[src/logic/apu_params.svh]
`ifndef APU_PARAMS_SVH
`define APU_PARAMS_SVH

// Register file and program store
`define APU_NREGS       16
`define APU_PMEM_DEPTH  64
`define APU_PC_W        6

// Host address map, pmem lives where bit 7 is clear
`define APU_ADDR_CTRL   8'h80
`define APU_ADDR_STAT   8'h81
`define APU_ADDR_REGS   4'hC  // Upper nibble of 0xC0..0xCF

`endif

[src/logic/apu_regfile.sv]
`timescale 1ns/1ps
`default_nettype none
`include "apu_params.svh"

module apu_regfile (
	input  wire         clk,
	input  wire         rst_n,
	input  wire  [3:0]  ra,
	input  wire  [3:0]  rb,
	output logic [31:0] qa,
	output logic [31:0] qb,
	input  wire         we,
	input  wire  [3:0]  wa,
	input  wire  [31:0] wd,
	input  wire         hwe,
	input  wire  [3:0]  haddr,
	input  wire  [31:0] hwdata,
	output logic [31:0] hrdata
);

	logic [31:0] regs [`APU_NREGS];

	// Sequencer write first, host only gets the port when it is idle
	always_ff @(posedge clk) begin
		if (!rst_n) begin
			for (int i = 0; i < `APU_NREGS; i++) begin
				regs[i] <= 32'h0;
			end
		end else if (we) begin
			regs[wa] <= wd;
		end else if (hwe) begin
			regs[haddr] <= hwdata;
		end
	end

	assign qa     = regs[ra];
	assign qb     = regs[rb];
	assign hrdata = regs[haddr];  // Registered later in ctrl_regs

endmodule

`default_nettype wire

[config.mk]
export PLATFORM = sky130hd
export DESIGN_NAME = apu_regfile
export DESIGN_NICKNAME = d
export VERILOG_FILES = /design/src/logic/apu_regfile.sv
export VERILOG_INCLUDE_DIRS = /design/src /design/src/logic
export SDC_FILE = /design/constraint.sdc
export NUM_CORES = 1
export LEC_CHECK = 0
export BUFFER_PORTS_ARGS = -buffer_cell sky130_fd_sc_hd__buf_2
export CAP_MARGIN = 20
export CORE_MARGIN = 3
export CORE_UTILIZATION = 50
export DETAILED_ROUTE_END_ITERATION = 10
export GPL_TIMING_DRIVEN = 0
export PLACE_DENSITY_LB_ADDON = 0.05
export REMOVE_ABC_BUFFERS = 1
export SYNTH_ARGS = -nofsm -noshare
export SYNTH_HDL_FRONTEND = slang
export SYNTH_SLANG_ARGS = --single-unit
[constraint.sdc]
create_clock -name clk -period 5.5 [get_ports clk]
set_clock_uncertainty 0.05 [all_clocks]
set_input_delay 0.55 -clock clk [delete_from_list [all_inputs] [get_ports clk]]
set_output_delay 0.55 -clock clk [all_outputs]
set_load 0.02 [all_outputs]
==> impl_metrics.toml <==
[run_status]
outcome = "complete, no violations"

[clock_tree]
cts.repair.resized = 0
clockRootBuffer = "clkbuf_16"
postCtsHoldBufs = 0
cts_buffer_depth = 3
clkTransAtPathRegs_ns = 0.06
cts_tree = "built"
cts_buffers = 55
cts_max_level = 2
cts_setup_buffers = 0
cts.sinks = 512

[route]
wire_per_inst_um = 33.9
postRouteAntennaNets = 0
drc_errors = 0
vias_per_cell = 7.07
vias = 21700
dr.pass1.iters = 5
drt_iter0_drc = 3066
routed_wl_um = 104000

[layout]
fill_cells = 4571
largestRegisters = "regs x512"
n_antenna_cell = 0
nNetsFinal = 2343
largest_register_ffs = 512
drive_gt1_share_pct = 31.1
area_growth_pct = 15.0
final_cells = 3064
regMostFlops = "regs"

[power]
p_int_w = 0.00734
seq_power_share_pct = 46.8
p_leak_nw = 12.3
swShare_pct = 27.3
ir_drop_mv = 0.261
power.density_nw_per_um2 = 295
switchingPower_w = 0.00276
p_comb_share_pct = 18.1
power.share.clock_pct = 35.1

[sta]
tns_ns = 0
finalCriticalPeriod_ns = 4.51
tightest_slew_ns = 1.04
final_max_slew_viol_count = 0
max_slew_margin_pct = 30.3
rsz0062_at_grt = "no"
final-hold-violation-count = 0
setup_viol_count_final = 0
setup_slack_ns = 0.990
post-route-period-util_pct = 82.0
max_freq_mhz = 222
whs_ns = 0.277

[synth]
ys_types = 23
synth_seq_cells = 512
yosysWarnings = 0
yosys_most_used_dff = "edfxtp_1"
syn_avg_cell_area_um2 = 13.9
yosysMostFrequentCell = "nor2_1"
yosysTopAreaCellShare_pct = 51.7
syn_area_um2 = 29700
synth_edf_count = 512
ys_seq_area_share_pct = 51.7
synth_top_area_cell = "edfxtp_1"
synth_async_sr_flop_share_pct = 0
yosys-top-cells-area = "edfxtp_1, mux4_2, nor2_1"
synth_common_cells = "nor2_1, edfxtp_1, mux4_2"
syn-instance-count = 2143

[min_path]
hp-start = "hwdata[24]"
worst_hold_path_type = "in2reg"

[placed_design]
preCtsSetupSlack_ns = 0.381
gp_congestion = 0.782
placement.io_buffers = 179
dp.cells = 2966
dp_hpwl_um = 63000

[floorplanning]
coreArea_um2 = 58200
die_y_um = 250
num_rows = 88
die_x_um = 250
pin_count = 180
start_util_pct = 51.1
fp.dieArea_um2 = 62500

[global_routing]
overflow = 0
antenna_found_initial = 1
grt_pass1_vias = 22000
grt_max_degree = 81
grt_pass1_wl_um = 150000
track_usage_pct = 33.1

[worst_setup_path]
path_max_fanout = 19
worstSetupStartpoint = "rst_n"
crit_end = "regs[2][15]"
cp.required_ns = 5.76
worstSetupStartpointType = "primary input"
cp-end-kind = "flip-flop"
critPathKind = "in2reg"
cp_data_arrival_time_ns = 4.77

[flow_run]
maxCapViolCount = 0
per-stage QoR:
step,power [W],cell area [um^2],util [%]
after floorplan,0.00576,28700,-
after global placement,0.00655,30600,52.5
after detailed placement,0.00660,32500,55.9
after CTS,0.0101,34200,58.7
after global routing,0.0104,34200,58.7
final,0.0101,34200,58.7
layout by cell type (no fill, tap or decap), types with 4 or more instances in the layout:
master,n
buf_16,15
mux2i_1,158
bufinv_16,4
nand2_1,97
nand4_4,7
clkbuf_1,17
buf_12,32
nand4_1,9
mux4_2,320
edfxtp_1,512
nor2_1,512
nand2_2,13
nor2b_4,6
buf_8,31
clkinv_1,16
clkbuf_16,55
a22oi_1,224
clkinv_2,4
buf_4,30
nand3_1,32
buf_2,174
worst min path at each step:
| stage | endpoint | slack [ns] | cells past startpoint |
|---|---|---|---|
| after floorplan | regs[0][0] | 1.01 | 2 |
| after global placement | regs[2][18] | 1.20 | 3 |
| after detailed placement | regs[11][6] | 0.89 | 3 |
| after CTS | regs[8][24] | 0.25 | 3 |
| after global routing | regs[11][24] | 0.29 | 3 |
| final | regs[8][24] | 0.28 | 3 |
worst max-delay path, cell delays in order:
cell and delay [ns]:
buf_2 0.46, nand3b_1 0.55, buf_16 0.35, mux2i_4 0.42, nand4_1 0.92, buf_16 0.48, buf_8 0.17, nand2_2 0.51
buf_12 0.30
logic make-up (layout without fill, tap and decap cells):
family	Yosys count	in the layout	synth area share, %
AND/OR/NAND/NOR	693	693	9.30
flip-flops	512	512	51.7
multiplexers	486	486	30.0
AO/OA/AOI/OAI	226	226	5.70
buffers and inverters	226	382	3.36
cell type report:
type	count	area (um^2)	share of cell area (%)
clock inverter	25	209	0.611
sequential	512	15400	44.9
clock buffer	72	1440	4.21
timing repair buffer	285	2650	7.74
multi-input combinational	1405	13600	39.7
tap	765	957	2.80
routing by layer:
layer,part of all wire (%),vias up,GRT usage (%)
met1,37,11000,45.9
met5,0.013,-,0
met4,3.9,2,11.8
met3,13,278,7.84
li1,-,8690,-
met2,46,1634,51.8
power groups by stage:
stage               clock network (W)  logic, W  registers (W)
floorplan                           0   0.00102        0.00474
global placement                    0   0.00176        0.00479
detailed placement                  0   0.00181        0.00480
CTS                           0.00357   0.00181        0.00472
global route                  0.00373   0.00191        0.00475
finish                        0.00354   0.00183        0.00472
Power figures use the tool's default switching activity.
