$ cat src/logic/apu_params.svh
`ifndef APU_PARAMS_SVH
`define APU_PARAMS_SVH

// Register file and program store
`define APU_NREGS       16
`define APU_PMEM_DEPTH  64
`define APU_PC_W        6

// Host address map, pmem lives where bit 7 is clear
`define APU_ADDR_CTRL   8'h80
`define APU_ADDR_STAT   8'h81
`define APU_ADDR_REGS   4'hC  // Upper nibble of 0xC0..0xCF

`endif

$ cat src/logic/apu_isa_pkg.sv
`default_nettype none

package apu_isa_pkg;

	// ALU function codes, grouped by the upper two bits
	typedef enum logic [3:0] {
		LOAD = 4'h0,
		AND  = 4'h1,
		OR   = 4'h2,
		XOR  = 4'h3,
		ADD  = 4'h4,
		ADC  = 4'h5,
		SUB  = 4'h6,
		SBC  = 4'h7,
		RR   = 4'h8,
		RRC  = 4'h9,
		SRA  = 4'hA,
		SRZ  = 4'hB,
		RL   = 4'hC,
		RLC  = 4'hD,
		MUL  = 4'hE,
		MULS = 4'hF
	} alu_func_e;

	typedef enum logic [1:0] {
		S8  = 2'b00,
		S16 = 2'b01,
		S24 = 2'b10,
		S32 = 2'b11
	} op_size_e;

	typedef struct packed {
		logic z;
		logic s;
		logic c;
		logic v;  // Always zero
	} apu_flags_t;

	typedef struct packed {
		logic        halt;
		logic        imm_form;
		alu_func_e   func;
		op_size_e    sz;
		logic [3:0]  dst;
		logic [3:0]  srca;
		logic [3:0]  srcb;
		logic [11:0] spare;
	} instr_r_t;

	// Same head as register form, srcb and spare replaced by imm
	typedef struct packed {
		logic        halt;
		logic        imm_form;
		alu_func_e   func;
		op_size_e    sz;
		logic [3:0]  dst;
		logic [3:0]  srca;
		logic [15:0] imm;
	} instr_i_t;

	typedef union packed {
		instr_r_t r;
		instr_i_t i;
	} instr_u;

endpackage

`default_nettype wire

$ cat src/logic/apu_host_pkg.sv
`default_nettype none
`include "apu_params.svh"

package apu_host_pkg;

	import apu_isa_pkg::*;

	// One host access, wr or rd held for a single cycle
	typedef struct packed {
		logic        wr;
		logic        rd;
		logic [7:0]  addr;
		logic [31:0] wdata;
	} host_req_t;

	// Status word as read back at the STAT address
	typedef struct packed {
		logic                 busy;
		apu_flags_t           flags;
		logic [`APU_PC_W-1:0] pc;
	} apu_status_t;

	typedef enum logic [1:0] {
		PMEM = 2'd0,
		CTRL = 2'd1,
		STAT = 2'd2,
		REGS = 2'd3
	} host_region_e;

endpackage

`default_nettype wire

$ cat src/logic/apu_alu.sv
`timescale 1ns/1ps
`default_nettype none

module apu_alu
	import apu_isa_pkg::*;
(
	input  wire [31:0]      src,
	input  wire [31:0]      arg,
	input  wire             c,
	input  wire alu_func_e  func,
	input  wire op_size_e   sz,
	output logic [31:0]     res,
	output apu_flags_t      flags
);

	logic [31:0] src_m;
	logic [31:0] arg_m;
	logic [31:0] r_add;
	logic [31:0] r_sub;
	logic [31:0] r_as;
	logic [31:0] r_rr;
	logic [31:0] r_rl;
	logic [31:0] r_mul;
	logic [15:0] mul_a;
	logic [15:0] mul_b;
	logic        ca;
	logic        cs;
	logic        cin;
	logic        sub_op;
	logic        c_as;
	logic        top_bit;
	logic        lc;
	logic        rc;

	// Operands masked to the size, plus the size MSB of src
	always_comb begin
		case (sz)
			S8: begin
				src_m   = {24'h000000, src[7:0]};
				arg_m   = {24'h000000, arg[7:0]};
				top_bit = src[7];
			end
			S16: begin
				src_m   = {16'h0000, src[15:0]};
				arg_m   = {16'h0000, arg[15:0]};
				top_bit = src[15];
			end
			S24: begin
				src_m   = {8'h00, src[23:0]};
				arg_m   = {8'h00, arg[23:0]};
				top_bit = src[23];
			end
			default: begin
				src_m   = src;
				arg_m   = arg;
				top_bit = src[31];
			end
		endcase
	end

	assign cin    = c && (func == ADC || func == SBC);
	assign sub_op = (func == SUB || func == SBC);

	assign {ca, r_add} = {1'b0, src_m} + {1'b0, arg_m} + {32'h0, cin};
	assign {cs, r_sub} = {1'b0, src_m} - {1'b0, arg_m} - {32'h0, cin};
	assign r_as = sub_op ? r_sub : r_add;

	// Carry is the bit above the size, or the real carry-out at 32 bits
	always_comb begin
		case (sz)
			S8:      c_as = r_as[8];
			S16:     c_as = r_as[16];
			S24:     c_as = r_as[24];
			default: c_as = sub_op ? cs : ca;
		endcase
	end

	// Bit entering at the right shift boundary
	always_comb begin
		case (func)
			RR:      rc = src[0];
			RRC:     rc = c;
			SRA:     rc = top_bit;  // Sign copy
			default: rc = 1'b0;
		endcase
	end

	assign lc   = (func == RL) ? top_bit : c;
	assign r_rl = {src[30:0], lc};

	always_comb begin
		r_rr = {rc, src[31:1]};
		case (sz)
			S8:      r_rr[7]  = rc;
			S16:     r_rr[15] = rc;
			S24:     r_rr[23] = rc;
			default: r_rr[31] = rc;
		endcase
	end

	// 8x8, 8x8, 16x8, 16x16
	always_comb begin
		mul_a = (sz == S8 || sz == S16) ? {8'h00, src[7:0]} : src[15:0];
		mul_b = (sz == S32) ? arg[15:0] : {8'h00, arg[7:0]};
	end

	assign r_mul = {16'h0000, mul_a} * {16'h0000, mul_b};

	always_comb begin
		case (func)
			LOAD:              res = src;
			AND:               res = src & arg;
			OR:                res = src | arg;
			XOR:               res = src ^ arg;
			ADD, ADC, SUB, SBC: res = r_as;
			RR, RRC, SRA, SRZ: res = r_rr;
			RL, RLC:           res = r_rl;
			default:           res = r_mul;
		endcase
	end

	always_comb begin
		case (sz)
			S8: begin
				flags.z = (res[7:0] == 8'h00);
				flags.s = res[7];
			end
			S16: begin
				flags.z = (res[15:0] == 16'h0000);
				flags.s = res[15];
			end
			S24: begin
				flags.z = (res[23:0] == 24'h000000);
				flags.s = res[23];
			end
			default: begin
				flags.z = (res == 32'h0);
				flags.s = res[31];
			end
		endcase
		flags.v = 1'b0;
		case (func)
			LOAD, AND, OR, XOR: flags.c = 1'b0;
			ADD, ADC, SUB, SBC: flags.c = c_as;
			RR, RRC, SRA, SRZ:  flags.c = src[0];
			RL, RLC:            flags.c = top_bit;
			default:            flags.c = flags.s;  // MUL carry mirrors S
		endcase
	end

endmodule

`default_nettype wire

$ cat src/logic/apu_seq.sv
`timescale 1ns/1ps
`default_nettype none
`include "apu_params.svh"

module apu_seq
	import apu_isa_pkg::*;
	import apu_host_pkg::*;
(
	input  wire                   clk,
	input  wire                   rst_n,
	input  wire                   go,
	input  wire  [`APU_PC_W-1:0]  entry_pc,
	input  wire instr_u           instr,
	output logic [`APU_PC_W-1:0]  fetch_pc,
	output logic [3:0]            ra,
	output logic [3:0]            rb,
	input  wire  [31:0]           qa,
	input  wire  [31:0]           qb,
	output logic                  we,
	output logic [3:0]            wa,
	output logic [31:0]           wd,
	output apu_status_t           status,
	output logic                  done
);

	logic                 busy;
	logic                 exec_ph;  // Low in FETCH, high in EXEC
	logic [`APU_PC_W-1:0] pc;
	apu_flags_t           flags_q;
	apu_flags_t           alu_flags;
	logic [31:0]          alu_res;
	logic [31:0]          arg;
	logic                 in_exec;

	assign in_exec  = busy && exec_ph;
	assign fetch_pc = pc;

	// Operand select, srcb in register form and imm otherwise
	assign ra  = instr.r.srca;
	assign rb  = instr.r.srcb;
	assign arg = instr.r.imm_form ? {16'h0000, instr.i.imm} : qb;

	apu_alu u_alu (
		.src   (qa),
		.arg   (arg),
		.c     (flags_q.c),
		.func  (instr.r.func),
		.sz    (instr.r.sz),
		.res   (alu_res),
		.flags (alu_flags)
	);

	assign we   = in_exec && !instr.r.halt;
	assign wa   = instr.r.dst;
	assign wd   = alu_res;
	assign done = in_exec && instr.r.halt;

	always_comb begin
		status.busy  = busy;
		status.flags = flags_q;
		status.pc    = pc;
	end

	always_ff @(posedge clk) begin
		if (!rst_n) begin
			busy    <= 1'b0;
			exec_ph <= 1'b0;
			pc      <= '0;
			flags_q <= '0;
		end else if (!busy) begin
			if (go) begin
				busy    <= 1'b1;
				exec_ph <= 1'b0;
				pc      <= entry_pc;
			end
		end else if (!exec_ph) begin
			exec_ph <= 1'b1;  // Instruction word arrives this edge
		end else begin
			exec_ph <= 1'b0;
			if (instr.r.halt) begin
				busy <= 1'b0;  // pc stays on the halt word
			end else begin
				pc      <= pc + 1'b1;
				flags_q <= alu_flags;
			end
		end
	end

endmodule

`default_nettype wire

$ cat config.mk
export PLATFORM = sky130hd
export DESIGN_NAME = apu_seq
export DESIGN_NICKNAME = d
export VERILOG_FILES = /design/src/logic/apu_isa_pkg.sv /design/src/logic/apu_host_pkg.sv /design/src/logic/apu_alu.sv /design/src/logic/apu_seq.sv
export VERILOG_INCLUDE_DIRS = /design/src /design/src/logic
export SDC_FILE = /design/constraint.sdc
export NUM_CORES = 1
export LEC_CHECK = 0
export ABC_AREA = 1
export BUFFER_PORTS_ARGS = -buffer_cell sky130_fd_sc_hd__buf_2
export CAP_MARGIN = 20
export CORE_MARGIN = 2
export CORE_UTILIZATION = 64
export DETAILED_ROUTE_END_ITERATION = 6
export PLACE_DENSITY = 0.83
export SLEW_MARGIN = 20
export SYNTH_ARGS = -nofsm -noshare
export SYNTH_HDL_FRONTEND = slang
export SYNTH_HIERARCHICAL = 1
export SYNTH_SLANG_ARGS = --single-unit
$ cat constraint.sdc
create_clock -name clk -period 10.5 [get_ports clk]
set_clock_uncertainty 0.15 [all_clocks]
set_input_delay 2.1 -clock clk [delete_from_list [all_inputs] [get_ports clk]]
set_output_delay 2.1 -clock clk [all_outputs]
set_load 0.05 [all_outputs]
==> results of run 1 <==
==> cell usage after synthesis, drive strengths merged (5+ instances only) <==
cell	instances	area, sq um
a211oi	12	90.1
a2111oi	5	43.8
nor2	338	1290
xnor2	5	43.8
clkinv	8	30.0
nor4	6	37.5
nand4	45	282
nand3b	9	67.6
nand2	932	3520
nor3	21	105
buf	51	327
dfxtp	12	240
mux2	16	180
or2	6	37.5
o21ai	68	344
and2	6	37.5
a21oi	98	494
nand3	217	1100
o211ai	7	52.6
ha	255	3190
fa	198	3960
xor2	9	78.8
clkbuf	34	128
o21bai	6	45.0
o22ai	23	144
inv	782	2950
o221ai	14	123
==> layout by cell type, fill, tap and decap left out, types with 57 or more instances in the layout <==
master / instances
fa_1: 196
inv_1: 770
nand3_1: 201
a21oi_1: 92
buf_2: 133
nand2_1: 920
ha_1: 244
buf_4: 99
o21ai_0: 57
nor2_1: 315
==> power breakdown <==
| part | total [uW] | internal, uW | switching [uW] |
|---|---|---|---|
| clock network | 77.0 | 57.4 | 19.6 |
| logic | 3180 | 1110 | 2070 |
| registers | 54.6 | 48.8 | 5.76 |
| total | 3310 | 1210 | 2100 |
==> sequential cells by signal, summed over array words and instances, names as in the netlist <==
register	cells
status	4
exec_ph	1
fetch_pc	6
busy	1
==> kinds of logic after synthesis <==
family | Yosys count | share of synthesized area
buffers and inverters | 875 | 0.180
other | 1 | 0.000197
adder cells (fa/ha/maj) | 453 | 0.375
AO/OA/AOI/OAI | 248 | 0.0760
multiplexers | 16 | 0.00945
XOR/XNOR | 14 | 0.00643
flip-flops | 12 | 0.0126
AND/OR/NAND/NOR | 1581 | 0.340
==> final cells by class <==
class / instances / area share
tap: 390 / 0.0231
timing repair buffer: 252 / 0.0793
clock buffer: 4 / 0.00420
inverter: 790 / 0.141
multi-input combinational: 2313 / 0.741
sequential: 12 / 0.0114
==> critical path: cells and delay by family <==
kind | cells | cell delay [ps]
buf+inv | 11 | 1210
mux | 1 | 350
simple gates | 9 | 1260
fa+ha+maj | 7 | 3260
==> through the flow <==
| stage | hold slack, ps | cell area, sq um | util |
|---|---|---|---|
| 5_1_grt | 378 | 21200 | 0.718 |
| 4_1_cts | 346 | 20700 | 0.703 |
| 2_1_floorplan | 407 | 19100 | - |
| 3_3_place_gp | 312 | 20600 | 0.700 |
| 3_5_place_dp | 331 | 20600 | 0.700 |
| 6_report | 347 | 21200 | 0.718 |
==> worst max path at each step <==
| stage | from | to | slack [ps] | cells past startpoint |
|---|---|---|---|---|
| 2_1_floorplan | instr[25] | wd[27] | 300 | 26 |
| 3_3_place_gp | instr[30] | wd[31] | 30 | 26 |
| 3_5_place_dp | instr[25] | wd[31] | -50 | 27 |
| 4_1_cts | instr[30] | wd[19] | 10 | 27 |
| 5_1_grt | instr[30] | wd[18] | -120 | 29 |
| 6_report | instr[30] | wd[22] | 50 | 28 |
==> metal layers <==
metal | vias to the layer above | track usage | part of all wire
met5 | - | 0 | 0
met4 | 0 | 0.312 | 0.086
met3 | 470 | 0.103 | 0.13
met2 | 1618 | 0.752 | 0.44
met1 | 10200 | 0.566 | 0.35
li1 | 10000 | - | -
==> what timing repair did <==
action                                 in CTS  in global routing
cloned                                      0                  2
setup endpoints to repair                   3                 22
resized for setup                           5                127
pin swaps                                   0                  5
endpoints found under the hold margin       0                  0
setup buffers                               0                  2
==> load_flow_metrics.sql, run 1 <==
INSERT INTO impl_metrics (metric_group, metric, value, unit) VALUES
('power_and_ir_drop', 'power_density', '156', 'nW/um^2'),
('min_path', 'holdCritPathClass', 'register to register', ''),
('setup_path', 'cp_slowest_cell', 'fa_1', ''),
('floorplanning', 'die_area', '31200', 'sq um'),
('synth', 'ys_types', '51', ''),
('setup_path', 'regToRegSetupSlack', '4880', 'ps'),
('timing', 'post-route-worst-setup-slack', '51.8', 'ps'),
('cts', 'tritoncts_clock_tree', 'built', ''),
('timing', 'final_min_period', '10450', 'ps'),
('synth', 'synth-seq-cells', '12', ''),
('synth', 'yosysWarningCount', '6', ''),
('timing', 'final-setup-viol-count', '0', ''),
('synth', 'synth_edf_count', '0', ''),
('cts', 'ctsLongestPathBuffers', '2', ''),
('synth', 'synth.avg_cell_area', '5.96', 'sq um'),
('synth', 'synth_top_flop_cell', 'dfxtp_1', ''),
('setup_path', 'class_of_the_most_critical_setup_path', 'primary input to output port', ''),
('drt', 'vias_per_cell', '5.93', ''),
('placement', 'pre_cts_slack', '-51.7', 'ps'),
('synth', 'number_of_nets_in_the_synthesized_netlist', '3758', ''),
('timing', 'worst_slew_margin_rel', '0.426', ''),
('setup_path', 'crit_required', '8250', 'ps'),
('floorplanning', 'num_io_pins', '168', ''),
('cts', 'cts-root-buf', 'clkbuf_16', ''),
('drt', 'drt_wl_total', '74700', 'microns'),
('floorplanning', 'initial_core_util', '0.646', ''),
('setup_path', 'worstPathMaxFanout', '8', ''),
('placement', 'placed_cells', '3753', ''),
('layout', 'sequential_cell_area', '240', 'sq um'),
('synth', 'seq_area_frac_synth', '0.0126', ''),
('cts', 'cts-buffers-inserted', '3', ''),
('global_routing', 'antenna_found_initial', '0', ''),
('layout', 'syn_to_final_growth', '11.1', '%'),
('drt', 'detailedRoute.firstIterationViolations', '2811', ''),
('global_routing', 'via_count_of_the_first_global_routing_pass', '21400', ''),
('setup_path', 'cp_data_arrival_time', '8200', 'ps'),
('layout', 'design.final.nets', '3930', ''),
('min_path', 'worstHoldPathCells', '2', ''),
('floorplanning', 'die_x', '177', 'microns'),
('setup_path', 'critical_path.reg2reg.startpoint', 'status[7]$_SDFFE_PN0P_', ''),
('drt', 'drc', '0', ''),
('setup_path', 'critPathMostFrequentCell', 'inv_1', ''),
('power_and_ir_drop', 'p_total', '3310', 'uW'),
('drt', 'detailedRoute.firstPassIterationCount', '7', ''),
('placement', 'place.detailed.hpwl', '62800', 'microns'),
('timing', 'max_clock_freq', '0.0957', 'GHz'),
('layout', 'fillerInstances', '2556', ''),
('global_routing', 'grt_overflow', '0', ''),
('power_and_ir_drop', 'leakage', '0.0129', 'uW'),
('run_status', 'status', 'complete, no violations', ''),
('setup_path', 'crit_path_max_incr_delay', '540', 'ps'),
('timing', 'post-route-period-util', '0.995', ''),
('setup_path', 'cp_capture_type', 'output port', ''),
('synth', 'syn_inst', '3200', ''),
('drt', 'vias', '22300', ''),
('synth', 'cell_area_after_synthesis', '19100', 'sq um'),
('setup_path', 'worst_r2r_endpoint', 'status[9]$_SDFFE_PN0P_', ''),
('global_routing', 'grt_first_pass_wirelength', '113000', 'microns'),
('global_routing', 'globalRouteTotalUtil', '0.469', ''),
('min_path', 'min_delay_worst_endpoint', 'status[6]$_SDFFE_PN0P_', ''),
('floorplanning', 'floorplan.die.height', '177', 'microns'),
('timing', 'final_max_slew_viol_count', '0', ''),
('layout', 'final_cells', '3761', ''),
('min_path', 'hp-start', 'status[6]$_SDFFE_PN0P_', ''),
('layout', 'fraction_of_layout_instances_using_a_drive_strength_above_1', '0.109', ''),
('cts', 'clkSlewWorstSetupHoldPaths', '40', 'ps'),
('synth', 'postSynth.asyncResetShare', '0', ''),
('setup_path', 'r2r_cells', '28', ''),
('placement', 'portBuffers', '151', ''),
('power_and_ir_drop', 'worst_ir_drop_vdd', '0.163', 'mV'),
('cts', 'cts.hold.buffers_added', '0', '');
(Power assumes the default switching activity.)
==> run 2: changes to the inputs <==
--- a/config.mk
+++ b/config.mk
@@ -7,12 +7,12 @@
 export NUM_CORES = 1
 export LEC_CHECK = 0
 export ABC_AREA = 1
-export BUFFER_PORTS_ARGS = -buffer_cell sky130_fd_sc_hd__buf_2
 export CAP_MARGIN = 20
 export CORE_MARGIN = 2
 export CORE_UTILIZATION = 64
 export DETAILED_ROUTE_END_ITERATION = 6
-export PLACE_DENSITY = 0.83
+export DONT_BUFFER_PORTS = 1
+export PLACE_DENSITY = 0.78
 export SLEW_MARGIN = 20
 export SYNTH_ARGS = -nofsm -noshare
 export SYNTH_HDL_FRONTEND = slang
==> run 2 against run 1 <==
First-iteration DRC count shrank 9.7%. Critical path type unchanged. Register-to-register slack lost 200 ps. Total power shrank 14%. Critical path depth shrank 6. Flip-flop and latch count is the same.
==> load_flow_metrics.sql, run 2 (synthesized netlist as in run 1, its figures left out) <==
INSERT INTO impl_metrics (metric_group, metric, value, unit) VALUES
('drt', 'detailedRoute.firstIterationViolations', '2537', ''),
('layout', 'fraction_of_layout_instances_using_a_drive_strength_above_1', '0.0319', ''),
('floorplanning', 'die_area', '31200', 'sq um'),
('setup_path', 'worstPathMaxFanout', '32', ''),
('drt', 'drt_wl_total', '74000', 'microns'),
('timing', 'final-setup-viol-count', '0', ''),
('cts', 'cts_sinks', '12', ''),
('power_and_ir_drop', 'power_density', '144', 'nW/um^2'),
('cts', 'clkSlewWorstSetupHoldPaths', '50', 'ps'),
('setup_path', 'cp_capture_type', 'output port', ''),
('floorplanning', 'initial_core_util', '0.646', ''),
('cts', 'cts-root-buf', 'clkbuf_16', ''),
('setup_path', 'crit_path_max_incr_delay', '540', 'ps'),
('power_and_ir_drop', 'power.share.clock', '0.028', ''),
('placement', 'globalplace.congestion', '1.07', ''),
('timing', 'post-route-period-util', '0.987', ''),
('drt', 'detail-route-antenna-nets', '0', ''),
('layout', 'most_common_library_cell_in_the_layout_ignoring_fill_and_taps', 'nand2_1', ''),
('layout', 'fillerInstances', '2757', ''),
('power_and_ir_drop', 'switching_share', '0.667', ''),
('placement', 'portBuffers', '0', ''),
('timing', 'final_max_slew_viol_count', '0', ''),
('drt', 'wl_per_cell', '20.8', 'microns'),
('floorplanning', 'floorplan.die.height', '177', 'microns'),
('setup_path', 'setup.worst_path.start_class', 'primary input', ''),
('power_and_ir_drop', 'net-switching-power', '1890', 'uW'),
('layout', 'most-common-layout-cells', 'nand2_1, inv_1, nor2_1', ''),
('timing', 'finalHoldWorstSlack', '447', 'ps'),
('layout', 'sequential_cell_area', '240', 'sq um'),
('global_routing', 'grt_first_pass_wirelength', '113000', 'microns'),
('cts', 'tritoncts_clock_tree', 'built', ''),
('cts', 'cts.hold.buffers_added', '0', ''),
('floorplanning', 'num_io_pins', '168', ''),
('power_and_ir_drop', 'leakage', '0.0119', 'uW'),
('layout', 'final_core_util', '0.665', ''),
('layout', 'multi_input_area', '15400', 'sq um'),
('global_routing', 'via_count_of_the_first_global_routing_pass', '21000', ''),
('power_and_ir_drop', 'worst_ir_drop_vdd', '0.159', 'mV'),
('floorplanning', 'core.rowCount', '63', ''),
('layout', 'syn_to_final_growth', '2.95', '%'),
('cts', 'clkLatencyLatePin', '250', 'ps'),
('global_routing', 'globalRouteTotalUtil', '0.472', ''),
('setup_path', 'cp_slowest_cell', 'fa_1', ''),
('layout', 'design.final.nets', '3728', ''),
('drt', 'vias', '21400', ''),
('floorplanning', 'fp.coreArea', '29500', 'sq um'),
('cts', 'cts-buffers-inserted', '3', ''),
('power_and_ir_drop', 'power.share.sequential', '0.025', ''),
('power_and_ir_drop', 'internal_power_summed_over_all_cells', '942', 'uW'),
('cts', 'ctsLongestPathBuffers', '2', ''),
('run_status', 'status', 'complete, no violations', ''),
('power_and_ir_drop', 'power_frac_comb', '0.947', ''),
('setup_path', 'chain_of_cells_forming_the_critical_path', 'mux2_2 > ha_1 > fa_1 > inv_1 > fa_1 > fa_1 > inv_1 > fa_1 > fa_1 > inv_1 > fa_1 > inv_1 > ha_1 > a21oi_1 > inv_1 > nor2_1 > nand2_1 > nor2_1 > nor2_1 > nor2_1 > inv_1 > buf_12', ''),
('run', 'cap_violations', '0', ''),
('drt', 'vias_per_cell', '6.01', ''),
('setup_path', 'cp_data_arrival_time', '8110', 'ps'),
('floorplanning', 'die_x', '177', 'microns'),
('setup_path', 'class_of_the_most_critical_setup_path', 'primary input to output port', ''),
('min_path', 'holdCritPathClass', 'register to register', ''),
('setup_path', 'crit_required', '8250', 'ps'),
('timing', 'worst_slew_margin_rel', '0.198', ''),
('timing', 'report.final.hold_viol_count', '0', ''),
('timing', 'max_clock_freq', '0.0965', 'GHz'),
('cts', 'h_tree_depth', '1', ''),
('placement', 'pre_cts_slack', '274', 'ps'),
('timing', 'final_min_period', '10360', 'ps'),
('global_routing', 'grt_overflow', '0', ''),
('layout', 'flip_flop_count_of_the_largest_register_all_copies_and_words_added', '6', ''),
('drt', 'drc', '0', ''),
('drt', 'detailedRoute.firstPassIterationCount', '7', ''),
('timing', 'post-route-worst-setup-slack', '141', 'ps'),
('global_routing', 'antenna_found_initial', '2', ''),
('placement', 'place.detailed.hpwl', '62000', 'microns'),
('timing', 'worst-slew-pin-transition', '1200', 'ps'),
('global_routing', 'maximum_number_of_pins_on_one_net_before_global_route_repair', '34', '');
[run 2: cell count changes in the layout (fill, tap and decap cells not counted), sizes merged]
cell	change
buf	-198
clkbuf	-3
clkdlybuf4s15	-1
clkinv	+1
clkinvlp	-1
diode	+1
[run 2: timing repair]
action                                  in CTS  in global routing
endpoints found under the setup margin       0                  6
setup buffers                                0                  2
gates resized for setup                      0                  5
[run 2: worst max-delay path: cells and delay by family]
kind / cells / cell delay, ps
buf+inv: 7 / 590
fa+ha+maj: 8 / 3630
mux: 1 / 460
simple gates: 5 / 980
compound gates: 1 / 340
[run 2: path summary, 6_finish.rpt]
check / start / end / slack, ps / cells after the start
min: exec_ph$_SDFFE_PN0P_ / exec_ph$_SDFFE_PN0P_ / 450 / 2
max reg2reg: status[7]$_SDFFE_PN0P_ / status[9]$_SDFFE_PN0P_ / 4680 / 26
min reg2reg: exec_ph$_SDFFE_PN0P_ / exec_ph$_SDFFE_PN0P_ / 450 / 2
max: instr[30] / wd[14] / 140 / 22
[run 2: area by class of cell]
class,count,area share
timing repair buffer,50,0.0217
antenna,1,0.000128
multi-input combinational,2313,0.785
clock buffer,4,0.00453
tap,390,0.0249
sequential,12,0.0122
inverter,790,0.152
[run 2: power by group through the flow]
stage,logic (uW),clock network [uW],registers [uW]
after CTS,2560,80.3,70.8
after detailed placement,2550,0,71.5
after floorplan,1830,0,61.2
final,2680,80.2,70.9
after global routing,2890,82.2,71.4
after global placement,2500,0,71.1
[run 2: per-stage QoR]
step / area [sq um] / power [uW] / setup TNS [ps] / instances
after floorplan: 19100 / 1890 / 0 / 3200
after global placement: 19500 / 2570 / 0 / 3553
after detailed placement: 19500 / 2620 / 0 / 3553
after CTS: 19600 / 2710 / 0 / 3557
after global routing: 19600 / 3040 / -0.525 / 3560
final: 19600 / 2830 / 0 / 3560
[run 2: per-layer routing]
layer,share of wire,up-vias,track usage,wire length (microns)
met4,0.079,0,0.306,5850
met5,0,-,0,0
met1,0.35,9860,0.547,25800
met2,0.45,1520,0.769,33100
met3,0.13,392,0.127,9270
li1,-,9635,-,-
